## src/include/buffer_pool_params.svh

```systemverilog
// Sizing of the buffer pool, shared by the packages, the RTL and the testbench
// Include wherever buffer count or widths are needed

`ifndef BUFFER_POOL_PARAMS_SVH
`define BUFFER_POOL_PARAMS_SVH

// Number of buffers in the pool
`define BUF_COUNT 2

// Line address width, 512 lines per buffer
`define BUF_AW 9

// Stream and RAM word width
`define BUF_DW 32

`endif

```

## src/logic/buffer_stream_pkg.sv

```systemverilog
// Stream word types for the shared write and read paths
// The same beat layout is used in both directions

`include "buffer_pool_params.svh"

package buffer_stream_pkg;

   // Sideband flags carried with every word
   typedef struct packed {
      logic [1:0] occ;    // Occupancy of the last word
      logic       eop;
      logic       sop;
   } stream_flags_t;

   // One stream word with its flags
   typedef struct packed {
      logic [`BUF_DW-1:0] data;
      stream_flags_t      flags;
   } stream_beat_t;

endpackage

```

## src/logic/stream_switch.sv

```systemverilog
// Connects the shared write and read streams to whichever buffer is active
// Buffers must not be reading, or writing, more than one at a time

`include "buffer_pool_params.svh"

module stream_switch
   import buffer_stream_pkg::*;
(
   input  logic                             clk,
   input  logic                             rst,

   // Shared streams
   input  stream_beat_t                     wr_beat_i,
   input  logic                             wr_valid_i,
   output logic                             wr_ready_o,
   output stream_beat_t                     rd_beat_o,
   output logic                             rd_ready_o,
   input  logic                             rd_take_i,

   // Buffer side
   output stream_beat_t                     buf_wr_beat_o,
   output logic         [`BUF_COUNT-1:0]    buf_wr_valid_o,
   input  logic         [`BUF_COUNT-1:0]    buf_wr_ready_i,
   input  stream_beat_t [`BUF_COUNT-1:0]    buf_rd_beat_i,
   input  logic         [`BUF_COUNT-1:0]    buf_rd_ready_i,
   output logic         [`BUF_COUNT-1:0]    buf_rd_take_o
);

   // Write data goes everywhere, valid only to the ready writer
   assign buf_wr_beat_o  = wr_beat_i;
   assign buf_wr_valid_o = buf_wr_ready_i & {`BUF_COUNT{wr_valid_i}};
   assign wr_ready_o     = |buf_wr_ready_i;

   // Take only reaches the buffer presenting a word
   assign buf_rd_take_o = buf_rd_ready_i & {`BUF_COUNT{rd_take_i}};
   assign rd_ready_o    = |buf_rd_ready_i;

   always_comb
   begin
      rd_beat_o = '0;
      for (int i = 0; i < `BUF_COUNT; i++)
      begin
         if (buf_rd_ready_i[i])
         begin
            rd_beat_o = buf_rd_beat_i[i];
         end
      end
   end

   // Host ordering rules
   a_one_reader: assert property (@(posedge clk) disable iff (rst)
      $onehot0(buf_rd_ready_i));

   a_one_writer: assert property (@(posedge clk) disable iff (rst)
      $onehot0(buf_wr_ready_i));

endmodule

```

## config.mk

```make
export PLATFORM = sky130hd
export DESIGN_NAME = stream_switch
export DESIGN_NICKNAME = d
export VERILOG_FILES = /design/src/logic/buffer_stream_pkg.sv /design/src/logic/stream_switch.sv
export VERILOG_INCLUDE_DIRS = /design/src /design/src/include
export SDC_FILE = /design/constraint.sdc
export NUM_CORES = 1
export LEC_CHECK = 0
export ABC_AREA = 1
export BUFFER_PORTS_ARGS = -buffer_cell sky130_fd_sc_hd__buf_2
export CAP_MARGIN = 5
export CORE_AREA = 2 2 74 76
export DETAILED_ROUTE_END_ITERATION = 6
export DIE_AREA = 0 0 76 78
export GPL_TIMING_DRIVEN = 0
export RECOVER_POWER = 25
export SETUP_SLACK_MARGIN = 0.2
export SLEW_MARGIN = 20
export SYNTH_ARGS = -nofsm -noshare
export SYNTH_HDL_FRONTEND = slang
export SYNTH_SLANG_ARGS = --single-unit
export TNS_END_PERCENT = 50
```

## constraint.sdc

```tcl
create_clock -name vclk -period 1
set_input_delay 0.05 -clock vclk [all_inputs]
set_output_delay 0.05 -clock vclk [all_outputs]
set_load 0.05 [all_outputs]
```

==> results of run 1 <==
-- cells in the mapped netlist, drive strengths merged --
cell type,count
buf,47
inv,5
nand2,76
nand3,36
or2,2
-- worst paths after layout --
check	to	slack (ns)	depth (start not counted)
setup / recovery	rd_beat_o[17]	0.19	6
hold / removal	buf_wr_beat_o[0]	0.40	2
-- critical path: stages --
cell       delay (ns)
buf_12           0.12
buf_12           0.14
clkbuf_16        0.15
nand2_1          0.07
nand2_1          0.08
buf_6            0.16
-- area by class of cell --
cell class | count | area (µm²)
fill | 526 | 2970
timing repair buffer | 160 | 1050
multi-input combinational | 114 | 485
buffer | 47 | 412
tap | 70 | 87.6
inverter | 5 | 31.3
timing repair inverter | 1 | 7.51
-- per-stage QoR --
stage          power (µW)  setup WS (ns)  std cells
2_1_floorplan        1020          0.211        166
3_3_place_gp         1380         0.0152        391
3_5_place_dp         1390         0.0126        391
4_1_cts              1540          0.191        394
5_1_grt              1680          0.161        397
6_report             1590          0.188        397
-- placed cells by master, fill, tap and decap left out, types with 2 or more instances in the layout --
cell       count
buf_8          6
buf_12         2
or2_2          2
nand2_1       73
buf_6         31
inv_1          4
buf_2        103
nand3_1       36
clkbuf_16      3
nand2_2        3
clkbuf_1      19
buf_4         42
-- layer usage --
metal | global-route usage | up-vias | wire (µm)
met3 | 0.0163 | 2 | 311
met4 | 0.00364 | 0 | 12
met5 | 0 | - | 0
li1 | - | 808 | -
met2 | 0.286 | 93 | 2610
met1 | 0.144 | 676 | 1720
-- repair_timing --
item / 4_1_cts / 5_1_grt
setup endpoints to repair: 36 / 31
pin swaps: 0 / 5
cloned: 3 / 3
gates resized for setup: 70 / 18
hold endpoints to repair: 0 / 0
-- power by group through the flow --
| stage | combinational (µW) | clock (µW) | sequential, µW |
|---|---|---|---|
| after global routing | 1680 | 0 | 0 |
| after detailed placement | 1390 | 0 | 0 |
| after global placement | 1380 | 0 | 0 |
| after floorplan | 1020 | 0 | 0 |
| after CTS | 1540 | 0 | 0 |
| final | 1590 | 0 | 0 |
-- logic make-up after synthesis --
family | synth area share
simple gates | 0.554
buf+inv | 0.446
==> results.py, run 1 <==
metrics = {
    "setup_path": {
        "worstPathRequired_ns": 0.95,
        "critPathKind": "input pin to output port",
        "critPathLaunchType": "input pin",
        "cp_max_fo": 7,
        "crit_start": "buf_rd_ready_i[1]",
        "cp-end-kind": "output port",
        "arrival_ns": 0.76,
    },
    "logic_synthesis": {
        "synth_cell_types": 8,
        "synthTopCellsByArea": "buf_4 35%, nand2_1 33%, nand3_1 21%, buf_6 6.5%, inv_1 1.7%",
        "synth_top_area_frac": 0.348,
        "syn_nets": 282,
        "synthesis.area_um2": 863,
        "synth.largest_area_cell": "buf_4",
        "syn_inst": 166,
        "synth.avg_cell_area_um2": 5.20,
        "ys_warn_count": 0,
        "ys_seq_area_frac": 0,
    },
    "timing": {
        "max_freq_ghz": 1.23,
        "min_period_ns": 0.812,
        "fin_tns_setup_ns": 0,
        "relSlewSlack": 0.604,
        "finalSetupViolCount": 0,
        "holdWs_ns": 0.402,
        "rsz0062_at_grt": "true",
        "fin_crit_sh": 0.812,
        "tightest_slew_ns": 0.596,
        "finalMaxSlewViolations": 0,
        "finalHoldViolCount": 0,
    },
    "route": {
        "wl_per_cell_um": 11.7,
        "drt_iter0_markers": 29,
        "final_antenna_net_count": 0,
        "drc": 0,
        "firstDrtPassIters": 4,
        "viasPerCell": 3.98,
        "wirelength_um": 4650,
        "vias": 1579,
    },
    "placement": {
        "placed_cell_area_um2": 1730,
        "io_buffers": 155,
        "hpwl_um": 3380,
        "place_congestion": 0.701,
    },
    "min_path": {
        "min-delay-start": "wr_beat_i[0]",
        "min_path_type": "input pin to output port",
    },
    "pwr": {
        "p_leak_uw": 0.00128,
        "switching_share": 0.640,
        "ir_drop_v": 0.000403,
        "clockPowerShare": 0,
        "combPwrFrac": 1.000,
        "power.switching_uw": 1020,
        "p_int_uw": 574,
        "pwr-share-seq": 0,
        "p_per_area_nw_per_um2": 767,
    },
    "layout": {
        "clock_buffers": 0,
        "final_util": 0.412,
        "final_area_um2": 2080,
        "insertedDiodeCount": 0,
        "register_area_um2": 0,
        "nNetsFinal": 445,
        "seq_cells": 0,
        "area_growth_pct": 140,
        "drive_above_1_share": 0.596,
    },
    "grt": {
        "grt_antenna_before_repair": 0,
        "grt_pass1_wl_um": 6750,
        "grt_max_degree": 11,
        "overflow": 0,
        "grt_pass1_vias": 1512,
        "grt_use_total": 0.133,
    },
    "die": {
        "start_util": 0.171,
        "core_area_um2": 5040,
        "dieArea_um2": 5930,
        "die-height_um": 78,
        "pin_count": 194,
        "die_x_um": 76,
        "rows": 26,
    },
    "clock_tree": {
        "post-cts-setup-buffers": 0,
        "ctsHoldBuffers": 0,
    },
    "flow_run": {
        "maxCapViolCount": 0,
    },
    "run_status": {
        "status": "finished clean",
    },
}
Note: power is estimated with default switching activity, not from simulation.
==> run 2, diff against run 1 <==
CORE_AREA = 2 2 75 77   (was 2 2 74 76)
DIE_AREA = 0 0 77 79   (was 0 0 76 78)
clock period = 0.8 ns   (was 1 ns; I/O delays follow)
==> run 2 against run 1 <==
Compared with the run above:
- first-iteration DRC count shrank 41%
- utilization grew 8.6 points
- die area grew 2.6%
- flip-flop and latch count is the same
- global-route usage shrank 0.44 points
- cell area grew 28%
- total power grew 48%
- via count grew 3.9%
- sequential share of layout area is the same
- setup slack lost 0.15 ns
==> results.py, run 2 (same netlist as run 1, synthesis figures left out) <==
metrics = {
    "run_status": {
        "status": "finished clean",
    },
    "route": {
        "final_antenna_net_count": 0,
        "wirelength_um": 4790,
        "viasPerCell": 4.09,
        "drt_iter0_markers": 17,
        "drc": 0,
        "wl_per_cell_um": 11.9,
        "vias": 1640,
        "firstDrtPassIters": 4,
    },
    "timing": {
        "rsz0062_at_grt": "true",
        "finalHoldViolCount": 0,
        "setup_ws_ns": 0.0383,
        "finalMaxSlewViolations": 0,
        "tightest_slew_ns": 0.597,
        "fin_crit_sh": 0.952,
        "relSlewSlack": 0.604,
        "finalSetupViolCount": 0,
        "min_period_ns": 0.762,
        "max_freq_ghz": 1.31,
        "holdWs_ns": 0.382,
    },
    "pwr": {
        "p_per_area_nw_per_um2": 887,
        "clockPowerShare": 0,
        "combPwrFrac": 1.000,
        "switching_share": 0.605,
        "power.switching_uw": 1430,
        "p_int_uw": 932,
        "p_leak_uw": 0.00145,
        "pwr-share-seq": 0,
        "ir_drop_v": 0.000466,
    },
    "layout": {
        "clock_buffers": 0,
        "drive_above_1_share": 0.805,
        "final_area_um2": 2660,
        "final_common_cell": "buf_2",
        "register_area_um2": 0,
        "final_cell_mix": "103 x buf_2, 37 x buf_4, 31 x nand2_4",
        "nNetsFinal": 447,
        "seq_cells": 0,
        "insertedDiodeCount": 0,
        "area_growth_pct": 208,
    },
    "setup_path": {
        "endpoint": "buf_rd_take_o[1]",
        "worst-path-stages": 6,
        "critical_path.top_delay_family": "buffers and inverters",
        "max_stage_delay_ns": 0.15,
        "critical_path_buf_inv_count": 5,
        "critPathKind": "input pin to output port",
        "path_cells": "buf_12, buf_12, buf_16, nand2_4, clkinvlp_4, buf_8",
        "cp_slowest_cell": "buf_8",
        "cp-end-kind": "output port",
        "critPathLaunchType": "input pin",
        "crit_start": "buf_rd_ready_i[1]",
        "arrival_ns": 0.72,
        "crit_top_cell": "buf_12",
        "worstPathRequired_ns": 0.76,
        "cp_max_fo": 5,
    },
    "min_path": {
        "min_path_type": "input pin to output port",
    },
    "grt": {
        "overflow": 0,
        "grt_max_degree": 11,
        "grt_pass1_vias": 1555,
        "grt_use_total": 0.129,
        "grt_antenna_before_repair": 0,
        "grt_pass1_wl_um": 6670,
    },
    "die": {
        "die_x_um": 77,
        "start_util": 0.162,
        "pin_count": 194,
        "dieArea_um2": 6080,
        "rows": 27,
        "core_area_um2": 5340,
        "die-height_um": 79,
    },
    "placement": {
        "io_buffers": 155,
        "hpwl_um": 3310,
        "placed_cell_area_um2": 1950,
        "dp_slack_ns": -0.263,
        "place_congestion": 0.660,
    },
    "flow_run": {
        "maxCapViolCount": 0,
    },
}
==> run 2: repair_timing <==
item,in CTS,in global routing
setup endpoints to repair,40,40
gates resized for setup,123,40
gates cloned,2,5
hold endpoints to repair,0,0
pin swaps,2,2
hold buffers,0,0
buffers inserted,1,0
==> run 2: final cells by class <==
cell class | instances | area, µm²
plain buffers | 47 | 437
well taps | 72 | 90.1
repair buffers | 163 | 1240
multi-input cells | 114 | 848
inverters | 5 | 38.8
fillers | 534 | 2680
==> run 2: worst min-delay path by stage <==
stage,start,endpoint,cells after the start
3_5_place_dp,wr_beat_i[35],buf_wr_beat_o[35],2
2_1_floorplan,wr_beat_i[0],buf_wr_beat_o[0],1
6_report,wr_beat_i[21],buf_wr_beat_o[21],2
3_3_place_gp,wr_beat_i[15],buf_wr_beat_o[15],2
4_1_cts,wr_beat_i[35],buf_wr_beat_o[35],2
5_1_grt,wr_beat_i[11],buf_wr_beat_o[11],2
==> run 2: routing by layer <==
metal,GRT usage,vias to the layer above,part of all wire
met5,0,-,0
met4,0.0107,0,0.0029
met3,0.0114,2,0.074
met2,0.282,95,0.58
met1,0.134,731,0.35
li1,-,812,-
==> run 2: power groups by stage <==
| stage | sequential (µW) | clock, µW | combinational (µW) |
|---|---|---|---|
| final | 0 | 0 | 2360 |
| after floorplan | 0 | 0 | 1400 |
| after CTS | 0 | 0 | 2200 |
| after global placement | 0 | 0 | 1850 |
| after detailed placement | 0 | 0 | 1860 |
| after global routing | 0 | 0 | 2460 |
==> run 2: stage by stage <==
step           total power [µW]  utilization  TNS, ns  std cells
4_1_cts                    2200        0.451        0        396
3_3_place_gp               1850        0.365    -5.65        393
6_report                   2360        0.498        0        401
3_5_place_dp               1860        0.365    -5.83        393
2_1_floorplan              1400            -        0        166
5_1_grt                    2460        0.498        0        401
