<file path="src/include/buffer_pool_params.svh">
// Sizing of the buffer pool, shared by the packages, the RTL and the testbench
// Include wherever buffer count or widths are needed

`ifndef BUFFER_POOL_PARAMS_SVH
`define BUFFER_POOL_PARAMS_SVH

// Number of buffers in the pool
`define BUF_COUNT 2

// Line address width, 512 lines per buffer
`define BUF_AW 9

// Stream and RAM word width
`define BUF_DW 32

`endif

</file>
<file path="src/logic/buffer_ctrl_pkg.sv">
// Host control word and per-buffer status types
// Imported by the buffer interface and the pool top level

`include "buffer_pool_params.svh"

package buffer_ctrl_pkg;

   // One host command, 32 bits, top bit first
   typedef struct packed {
      logic [3:0]         buf_num;    // Target buffer
      logic [2:0]         port;       // Routing field, not used here
      logic               clear;
      logic               write;
      logic               read;
      logic [3:0]         spare;
      logic [`BUF_AW-1:0] last_line;
      logic [`BUF_AW-1:0] first_line;
   } ctrl_word_t;

   // Levels reported per buffer, held until a clear
   typedef struct packed {
      logic done;
      logic error;
      logic idle;
   } buf_status_t;

endpackage

</file>
<file path="src/logic/buffer_stream_pkg.sv">
// Stream word types for the shared write and read paths
// The same beat layout is used in both directions

`include "buffer_pool_params.svh"

package buffer_stream_pkg;

   // Sideband flags carried with every word
   typedef struct packed {
      logic [1:0] occ;    // Occupancy of the last word
      logic       eop;
      logic       sop;
   } stream_flags_t;

   // One stream word with its flags
   typedef struct packed {
      logic [`BUF_DW-1:0] data;
      stream_flags_t      flags;
   } stream_beat_t;

endpackage

</file>
<file path="src/logic/buffer_int.sv">
// Per-buffer control FSM, moves one packet between the streams and its RAM
// Started by a host control word whose buffer number matches BUF_NUM

`include "buffer_pool_params.svh"

module buffer_int
   import buffer_ctrl_pkg::*, buffer_stream_pkg::*;
#(
   parameter int BUF_NUM = 0
)
(
   input  logic               clk,
   input  logic               rst,

   // Host control
   input  ctrl_word_t         ctrl_word_i,
   input  logic               go_i,
   output buf_status_t        status_o,

   // RAM side
   output logic               en_o,
   output logic               we_o,
   output logic [`BUF_AW-1:0] addr_o,
   output logic [`BUF_DW-1:0] dat_to_buf_o,
   input  logic [`BUF_DW-1:0] dat_from_buf_i,

   // Write stream
   input  stream_beat_t       wr_beat_i,
   input  logic               wr_valid_i,
   output logic               wr_ready_o,

   // Read stream
   output stream_beat_t       rd_beat_o,
   output logic               rd_ready_o,
   input  logic               rd_take_i
);

   typedef enum logic [2:0] {
      ST_IDLE,
      ST_PRE_READ,
      ST_READING,
      ST_WRITING,
      ST_ERROR,
      ST_DONE
   } state_t;

   ctrl_word_t ctrl_q;
   logic       go_q;
   state_t     state;
   logic       rd_sop;
   logic       rd_eop;
   logic       wr_sop;
   logic       wr_eop;
   logic       wr_error;

   // Used by the read address check
   logic [`BUF_AW-1:0] rd_offset;
   logic [`BUF_AW:0]   rd_span;

   // Capture commands meant for this buffer only
   always_ff @(posedge clk)
   begin
      if (rst)
      begin
         ctrl_q <= '0;
         go_q   <= 1'b0;
      end
      else
      begin
         go_q <= go_i && (ctrl_word_i.buf_num == 4'(BUF_NUM));
         if (go_i && (ctrl_word_i.buf_num == 4'(BUF_NUM)))
         begin
            ctrl_q <= ctrl_word_i;
         end
      end
   end

   assign wr_sop   = wr_beat_i.flags.sop;
   assign wr_eop   = wr_beat_i.flags.eop;
   assign wr_error = wr_sop && wr_eop;   // Both flags on one word is malformed

   always_ff @(posedge clk)
   begin
      if (rst || ctrl_q.clear)
      begin
         state  <= ST_IDLE;
         rd_sop <= 1'b0;
         rd_eop <= 1'b0;
      end
      else
      begin
         case (state)
            ST_IDLE:
               if (go_q && ctrl_q.read)
               begin
                  state <= ST_PRE_READ;
               end
               else if (go_q && ctrl_q.write)
               begin
                  state <= ST_WRITING;
               end
            ST_PRE_READ:
            begin
               state  <= ST_READING;
               rd_sop <= 1'b1;
               rd_eop <= (ctrl_q.first_line == ctrl_q.last_line);   // Single-line packet
            end
            ST_READING:
               if (rd_take_i)
               begin
                  rd_sop <= 1'b0;
                  if (rd_eop)
                  begin
                     state  <= ST_DONE;
                     rd_eop <= 1'b0;
                  end
                  else
                  begin
                     rd_eop <= (addr_o == ctrl_q.last_line);   // Next word is the last
                  end
               end
            ST_WRITING:
               if (wr_valid_i)
               begin
                  if (wr_error)
                  begin
                     state <= ST_ERROR;
                  end
                  else if ((addr_o == ctrl_q.last_line) || wr_eop)
                  begin
                     state <= ST_DONE;
                  end
               end
            default:
            begin
               state <= state;   // Done and error wait for a clear
            end
         endcase
      end
   end

   // Line pointer, ahead of the presented word by one while reading
   always_ff @(posedge clk)
   begin
      case (state)
         ST_IDLE:
            if (go_q)
            begin
               addr_o <= ctrl_q.first_line;
            end
         ST_PRE_READ:
            addr_o <= addr_o + 1'b1;
         ST_READING:
            if (rd_take_i && !rd_eop)
            begin
               addr_o <= addr_o + 1'b1;
            end
         ST_WRITING:
            if (wr_valid_i && !wr_error)
            begin
               addr_o <= addr_o + 1'b1;
            end
         default:
            addr_o <= addr_o;
      endcase
   end

   assign dat_to_buf_o = wr_beat_i.data;
   assign we_o         = (state == ST_WRITING) && wr_valid_i && !wr_error;
   assign en_o         = !((state == ST_READING) && !rd_take_i);   // Hold the presented word
   assign wr_ready_o   = (state == ST_WRITING);

   assign rd_beat_o.data        = dat_from_buf_i;
   assign rd_beat_o.flags.occ   = 2'b00;
   assign rd_beat_o.flags.eop   = rd_eop;
   assign rd_beat_o.flags.sop   = rd_sop;
   assign rd_ready_o            = (state == ST_READING);

   assign status_o.done  = (state == ST_DONE);
   assign status_o.error = (state == ST_ERROR);
   assign status_o.idle  = (state == ST_IDLE);

   assign rd_offset = addr_o - ctrl_q.first_line;
   assign rd_span   = {1'b0, ctrl_q.last_line} - {1'b0, ctrl_q.first_line} + 1'b1;

   // Fetch pointer stays within first line to last line plus one
   a_rd_addr_range: assert property (@(posedge clk) disable iff (rst)
      (state == ST_READING) |-> ({1'b0, rd_offset} <= rd_span));

   a_done_xor_error: assert property (@(posedge clk) disable iff (rst)
      !(status_o.done && status_o.error));

endmodule

</file>
<file path="config.mk">
export PLATFORM = sky130hd
export DESIGN_NAME = buffer_int
export DESIGN_NICKNAME = d
export VERILOG_FILES = /design/src/logic/buffer_ctrl_pkg.sv /design/src/logic/buffer_stream_pkg.sv /design/src/logic/buffer_int.sv
export VERILOG_INCLUDE_DIRS = /design/src /design/src/include
export SDC_FILE = /design/constraint.sdc
export NUM_CORES = 1
export LEC_CHECK = 0
export BUFFER_PORTS_ARGS = -buffer_cell sky130_fd_sc_hd__buf_2
export CAP_MARGIN = 20
export CORE_MARGIN = 3
export CORE_UTILIZATION = 42
export DETAILED_ROUTE_END_ITERATION = 6
export PLACE_DENSITY = 0.86
export SETUP_SLACK_MARGIN = 0.1
export SYNTH_ARGS = -nofsm -noshare
export SYNTH_HDL_FRONTEND = slang
export SYNTH_SLANG_ARGS = --single-unit
</file>
<file path="constraint.sdc">
create_clock -name clk -period 5.06 [get_ports clk]
set_input_delay 0.759 -clock clk [delete_from_list [all_inputs] [get_ports clk]]
set_output_delay 0.759 -clock clk [all_outputs]
set_load 0.01 [all_outputs]
</file>
==> results by stage <==
Clock network:
- The number of gates resized after CTS was 0.
- The total CTS buffers is 5.
- The H-tree was split into 2 levels.
- Clock-pin slew was measured on the worst setup and hold paths at 0.07 ns.
- The number of hold buffers added after CTS was 0.
- The maximum count of clock buffers along a single path is 2.
- Counting every sink on the clock net gives 36.
- TritonCTS built the clock tree.
- The tree is rooted in a sky130_fd_sc_hd__clkbuf_8.
- Post-CTS timing repair inserted 0 buffers for setup.
- Clock latency on the worst-skew pair, taken at its later pin, is 0.29 ns.

Power:
- Internal power comes to 0.000698 W.
- The net switching power figure is 0.000424 W.
- Of the total power, the share spent switching nets is 37.8%.
- The sequential fraction of design power is 42.4%.
- The leakage power summed over all cells is 0.934 nW.
- The part of the power in combinational logic is 35.2%.
- In this run, the clock network consumes 22.4% of the power.
- For this design the ratio of total power to cell area is 505 nW/um^2.
- The maximum vdd ir drop is 0.179 mV.

Detailed routing:
- The number of violations reported at the end of detailed-routing iteration 0 is 72.
- The post-route DRC violation count is 0.
- The final route contains 1701 vias.
- Before antenna repair, the detailed router went through 4 iterations.
- The final layout contains routed wiring with a total length of 4710 um.
- Dividing the detail-routed wire length by the instance count gives 13.8 um.
- In the routed layout, each cell is associated on average with a via count of 5.00.
- The detail route stage leaves a number of antenna-violating nets equal to 0.

Floorplan:
- The floorplan has 26 rows.
- Once the floorplan was initialized, standard cells occupied 44.4% of the core.
- The die is 80.4 um tall.
- The chip width is 80.4 um.
- The placeable core region is 5240 um^2.
- The die outline area is 6470 um^2.
- The I/O pin total is 189.

Logic synthesis:
- After synthesis, flip-flops and latches occupy 34.8% of the total area.
- Averaged over all synthesized cells, the footprint is 8.05 um^2.
- By area the synthesized netlist is led by sky130_fd_sc_hd__dfxtp_1 (23%), sky130_fd_sc_hd__buf_4 (22%), sky130_fd_sc_hd__edfxtp_1 (12%).
- The number of synthesized register bits is 36.
- The netlist area before placement is 2330 um^2.
- The predominant post-synthesis flop cell is sky130_fd_sc_hd__dfxtp_1.
- Counting flops with a built-in enable in the synthesized netlist gives 9.
- The post-synthesis cell type with the largest combined area is sky130_fd_sc_hd__dfxtp_1.
- Of the post-synthesis cell area, the dominant cell type holds 23.2%.
- After synthesis, the most frequently instantiated cells are sky130_fd_sc_hd__buf_4 (68), sky130_fd_sc_hd__nand2_1 (59), sky130_fd_sc_hd__dfxtp_1 (27), sky130_fd_sc_hd__a21oi_1 (25), sky130_fd_sc_hd__xor2_1 (20).
- The proportion of synthesized flip-flops having asynchronous set or reset is 0%.
- The number of instances in the synthesized netlist is 289.
- The netlist uses 36 different library cells.
- Among all cell types in the netlist, the one instantiated most often is sky130_fd_sc_hd__buf_4.
- The yosys synthesis warning count is 0.

Setup path:
- The slowest stage of the critical path is the sky130_fd_sc_hd__dfxtp_1 cell.
- The top fanout value on the critical path is 13.
- The worst setup path is of the flip-flop to output pin kind.
- In this design, the stage delay of the slowest critical-path cell is 0.58 ns.
- STA puts the critical path data arrival time at 1.67 ns.
- STA puts the critical path data required time at 4.30 ns.
- The nature of the critical path endpoint is an output pin.
- The critical path goes through inv_1 > nor3_1 > nand2b_1 > buf_2.
- The largest delay contributor family on the critical path is flip-flops.
- The worst path buffer plus inverter count is 2.
- STA classifies the critical path startpoint as a flip-flop.

Timing:
- The sum of negative setup slack is 0 ns.
- Setup repair after global routing left no endpoint under its margin.
- The final setup violation count is 0.
- The headroom to the max-slew limit is 34.0%.
- For this run, the top clock speed supported by timing is 0.411 GHz.
- The worst slack on hold paths is 0.466 ns.
- The final critical-path share of the clock period is 48.1%.
- The number of pins with negative max-slew slack in the final report was 0.
- The worst clock skew on the final layout is 0.00650 ns.
- After layout, the minimum clock period comes to 2.43 ns.
- The transition time of the tightest slew-check pin is 0.984 ns.
- The number of endpoints with negative hold slack in the final report came to 0.

Run:
- The reported max-cap violation count is 0.

Global routing:
- Global routing consumed, on the met3 layer, 4.37% of the routing resources.
- The peak-usage layer in the global routing report is met2.
- The total global routing track utilization is 15.4%.
- The total congestion overflow is 0.
- The global routing usage on met2 is 24.6%.
- The via count of the first global-routing pass is 1636.
- The initial antenna violation count is 0.
- Entering global routing, the biggest net connects 25 pins.
- The first-pass GRT wire length is 7700 um.
- The global-route met1 utilization is 19.0%.

Finish:
- Compared with the post-synthesis result, the final layout area differs by -4.46%.
- The antenna diode count is 0.
- The layout cell share with drive strength beyond 1 is 23.3%.
- The net count of the finished layout is 375.
- After filler insertion, the fill cell instance count of the layout stands at 545.

Placed design:
- Detailed placement ended at an HPWL of 3680 um.
- At the end of routability-driven placement, the weighted congestion stood at 0.887.
- The count of buffers from port buffering is 49.

Hold path:
- In this run the worst hold path is classified as flip-flop to flip-flop.

Status:
- The run finished with clean final reports.
==> cell usage in the layout (no fill, tap or decap), types with 2 or more instances in the layout <==
cell type	count
sky130_fd_sc_hd__o21ai_1	4
sky130_fd_sc_hd__nor4_1	4
sky130_fd_sc_hd__conb_1	2
sky130_fd_sc_hd__clkbuf_8	5
sky130_fd_sc_hd__a311oi_1	2
sky130_fd_sc_hd__edfxtp_1	9
sky130_fd_sc_hd__xnor2_1	5
sky130_fd_sc_hd__nand2_1	59
sky130_fd_sc_hd__nand2b_1	2
sky130_fd_sc_hd__nor2b_1	3
sky130_fd_sc_hd__and3_1	3
sky130_fd_sc_hd__buf_2	49
sky130_fd_sc_hd__dfxtp_1	27
sky130_fd_sc_hd__o21ai_0	11
sky130_fd_sc_hd__inv_1	4
sky130_fd_sc_hd__nor2_1	8
sky130_fd_sc_hd__and2_1	2
sky130_fd_sc_hd__nand3_1	5
sky130_fd_sc_hd__a21oi_1	25
sky130_fd_sc_hd__xor2_1	20
sky130_fd_sc_hd__nor3_1	4
==> worst paths after layout <==
| kind | start | end | slack, ns | cells after the start |
|---|---|---|---|---|
| setup / recovery | state[1] | en_o | 2.63 | 4 |
| hold / removal | ctrl_q[23] | ctrl_q[23] | 0.47 | 2 |
| setup reg to reg | state[0] | addr_o[1] | 3.10 | 2 |
| hold reg to reg | ctrl_q[23] | ctrl_q[23] | 0.47 | 2 |
==> stage by stage <==
step                cell area (um^2)  instances  power (W)  utilization (%)  setup WS (ns)
floorplan                       2330        290   0.000798                -           2.93
global placement                2110        332   0.000861             40.3           2.97
detailed placement              2110        332   0.000879             40.3           2.88
CTS                             2220        340    0.00113             42.5           2.62
global route                    2220        340    0.00121             42.5           2.45
finish                          2220        340    0.00112             42.5           2.63
==> power by group through the flow <==
stage               combinational (W)  clock, W  sequential [W]
global placement             0.000382         0        0.000478
floorplan                    0.000340         0        0.000458
global route                 0.000446  0.000268        0.000491
detailed placement           0.000397         0        0.000482
finish                       0.000395  0.000251        0.000476
CTS                          0.000399  0.000257        0.000476
==> cells by family (layout without fill, tap and decap cells) <==
family	Yosys count	count (layout)	synth area share, %
simple gates	95	95	18.2
buf+inv	82	62	24.6
compound gates	48	48	11.7
flops	36	36	34.8
xor+xnor	25	25	9.41
fa+ha+maj	1	1	0.538
other cells	1	2	0.161
mux	1	1	0.484
==> layout make-up <==
| cell class | instances | area, um^2 | area share, % |
|---|---|---|---|
| Sequential cell | 36 | 811 | 36.5 |
| Tap cell | 70 | 87.6 | 3.94 |
| Inverter | 4 | 15.0 | 0.675 |
| Clock buffer | 5 | 68.8 | 3.10 |
| Timing Repair Buffer | 50 | 253 | 11.4 |
| Clock inverter | 3 | 41.3 | 1.86 |
| Multi-Input combinational cell | 172 | 947 | 42.6 |
==> flip-flops by register name, indices dropped and copies added (netlist names) <==
name    cells
addr_o      9
ctrl_q     21
go_q        1
rd_eop      1
rd_sop      1
state       3
==> layer usage <==
metal	wire (um)	share of wire [%]
met1	1960	42
met2	2230	47
met3	376	8.0
met4	139	3.0
met5	0	0
==> worst reg2reg max path: cells and delay by family, from the launching register on <==
kind,cells,cell delay [ns]
flops,1,0.47
compound gates,1,0.84
mux,1,0.42
Power figures use the tool's default switching activity.
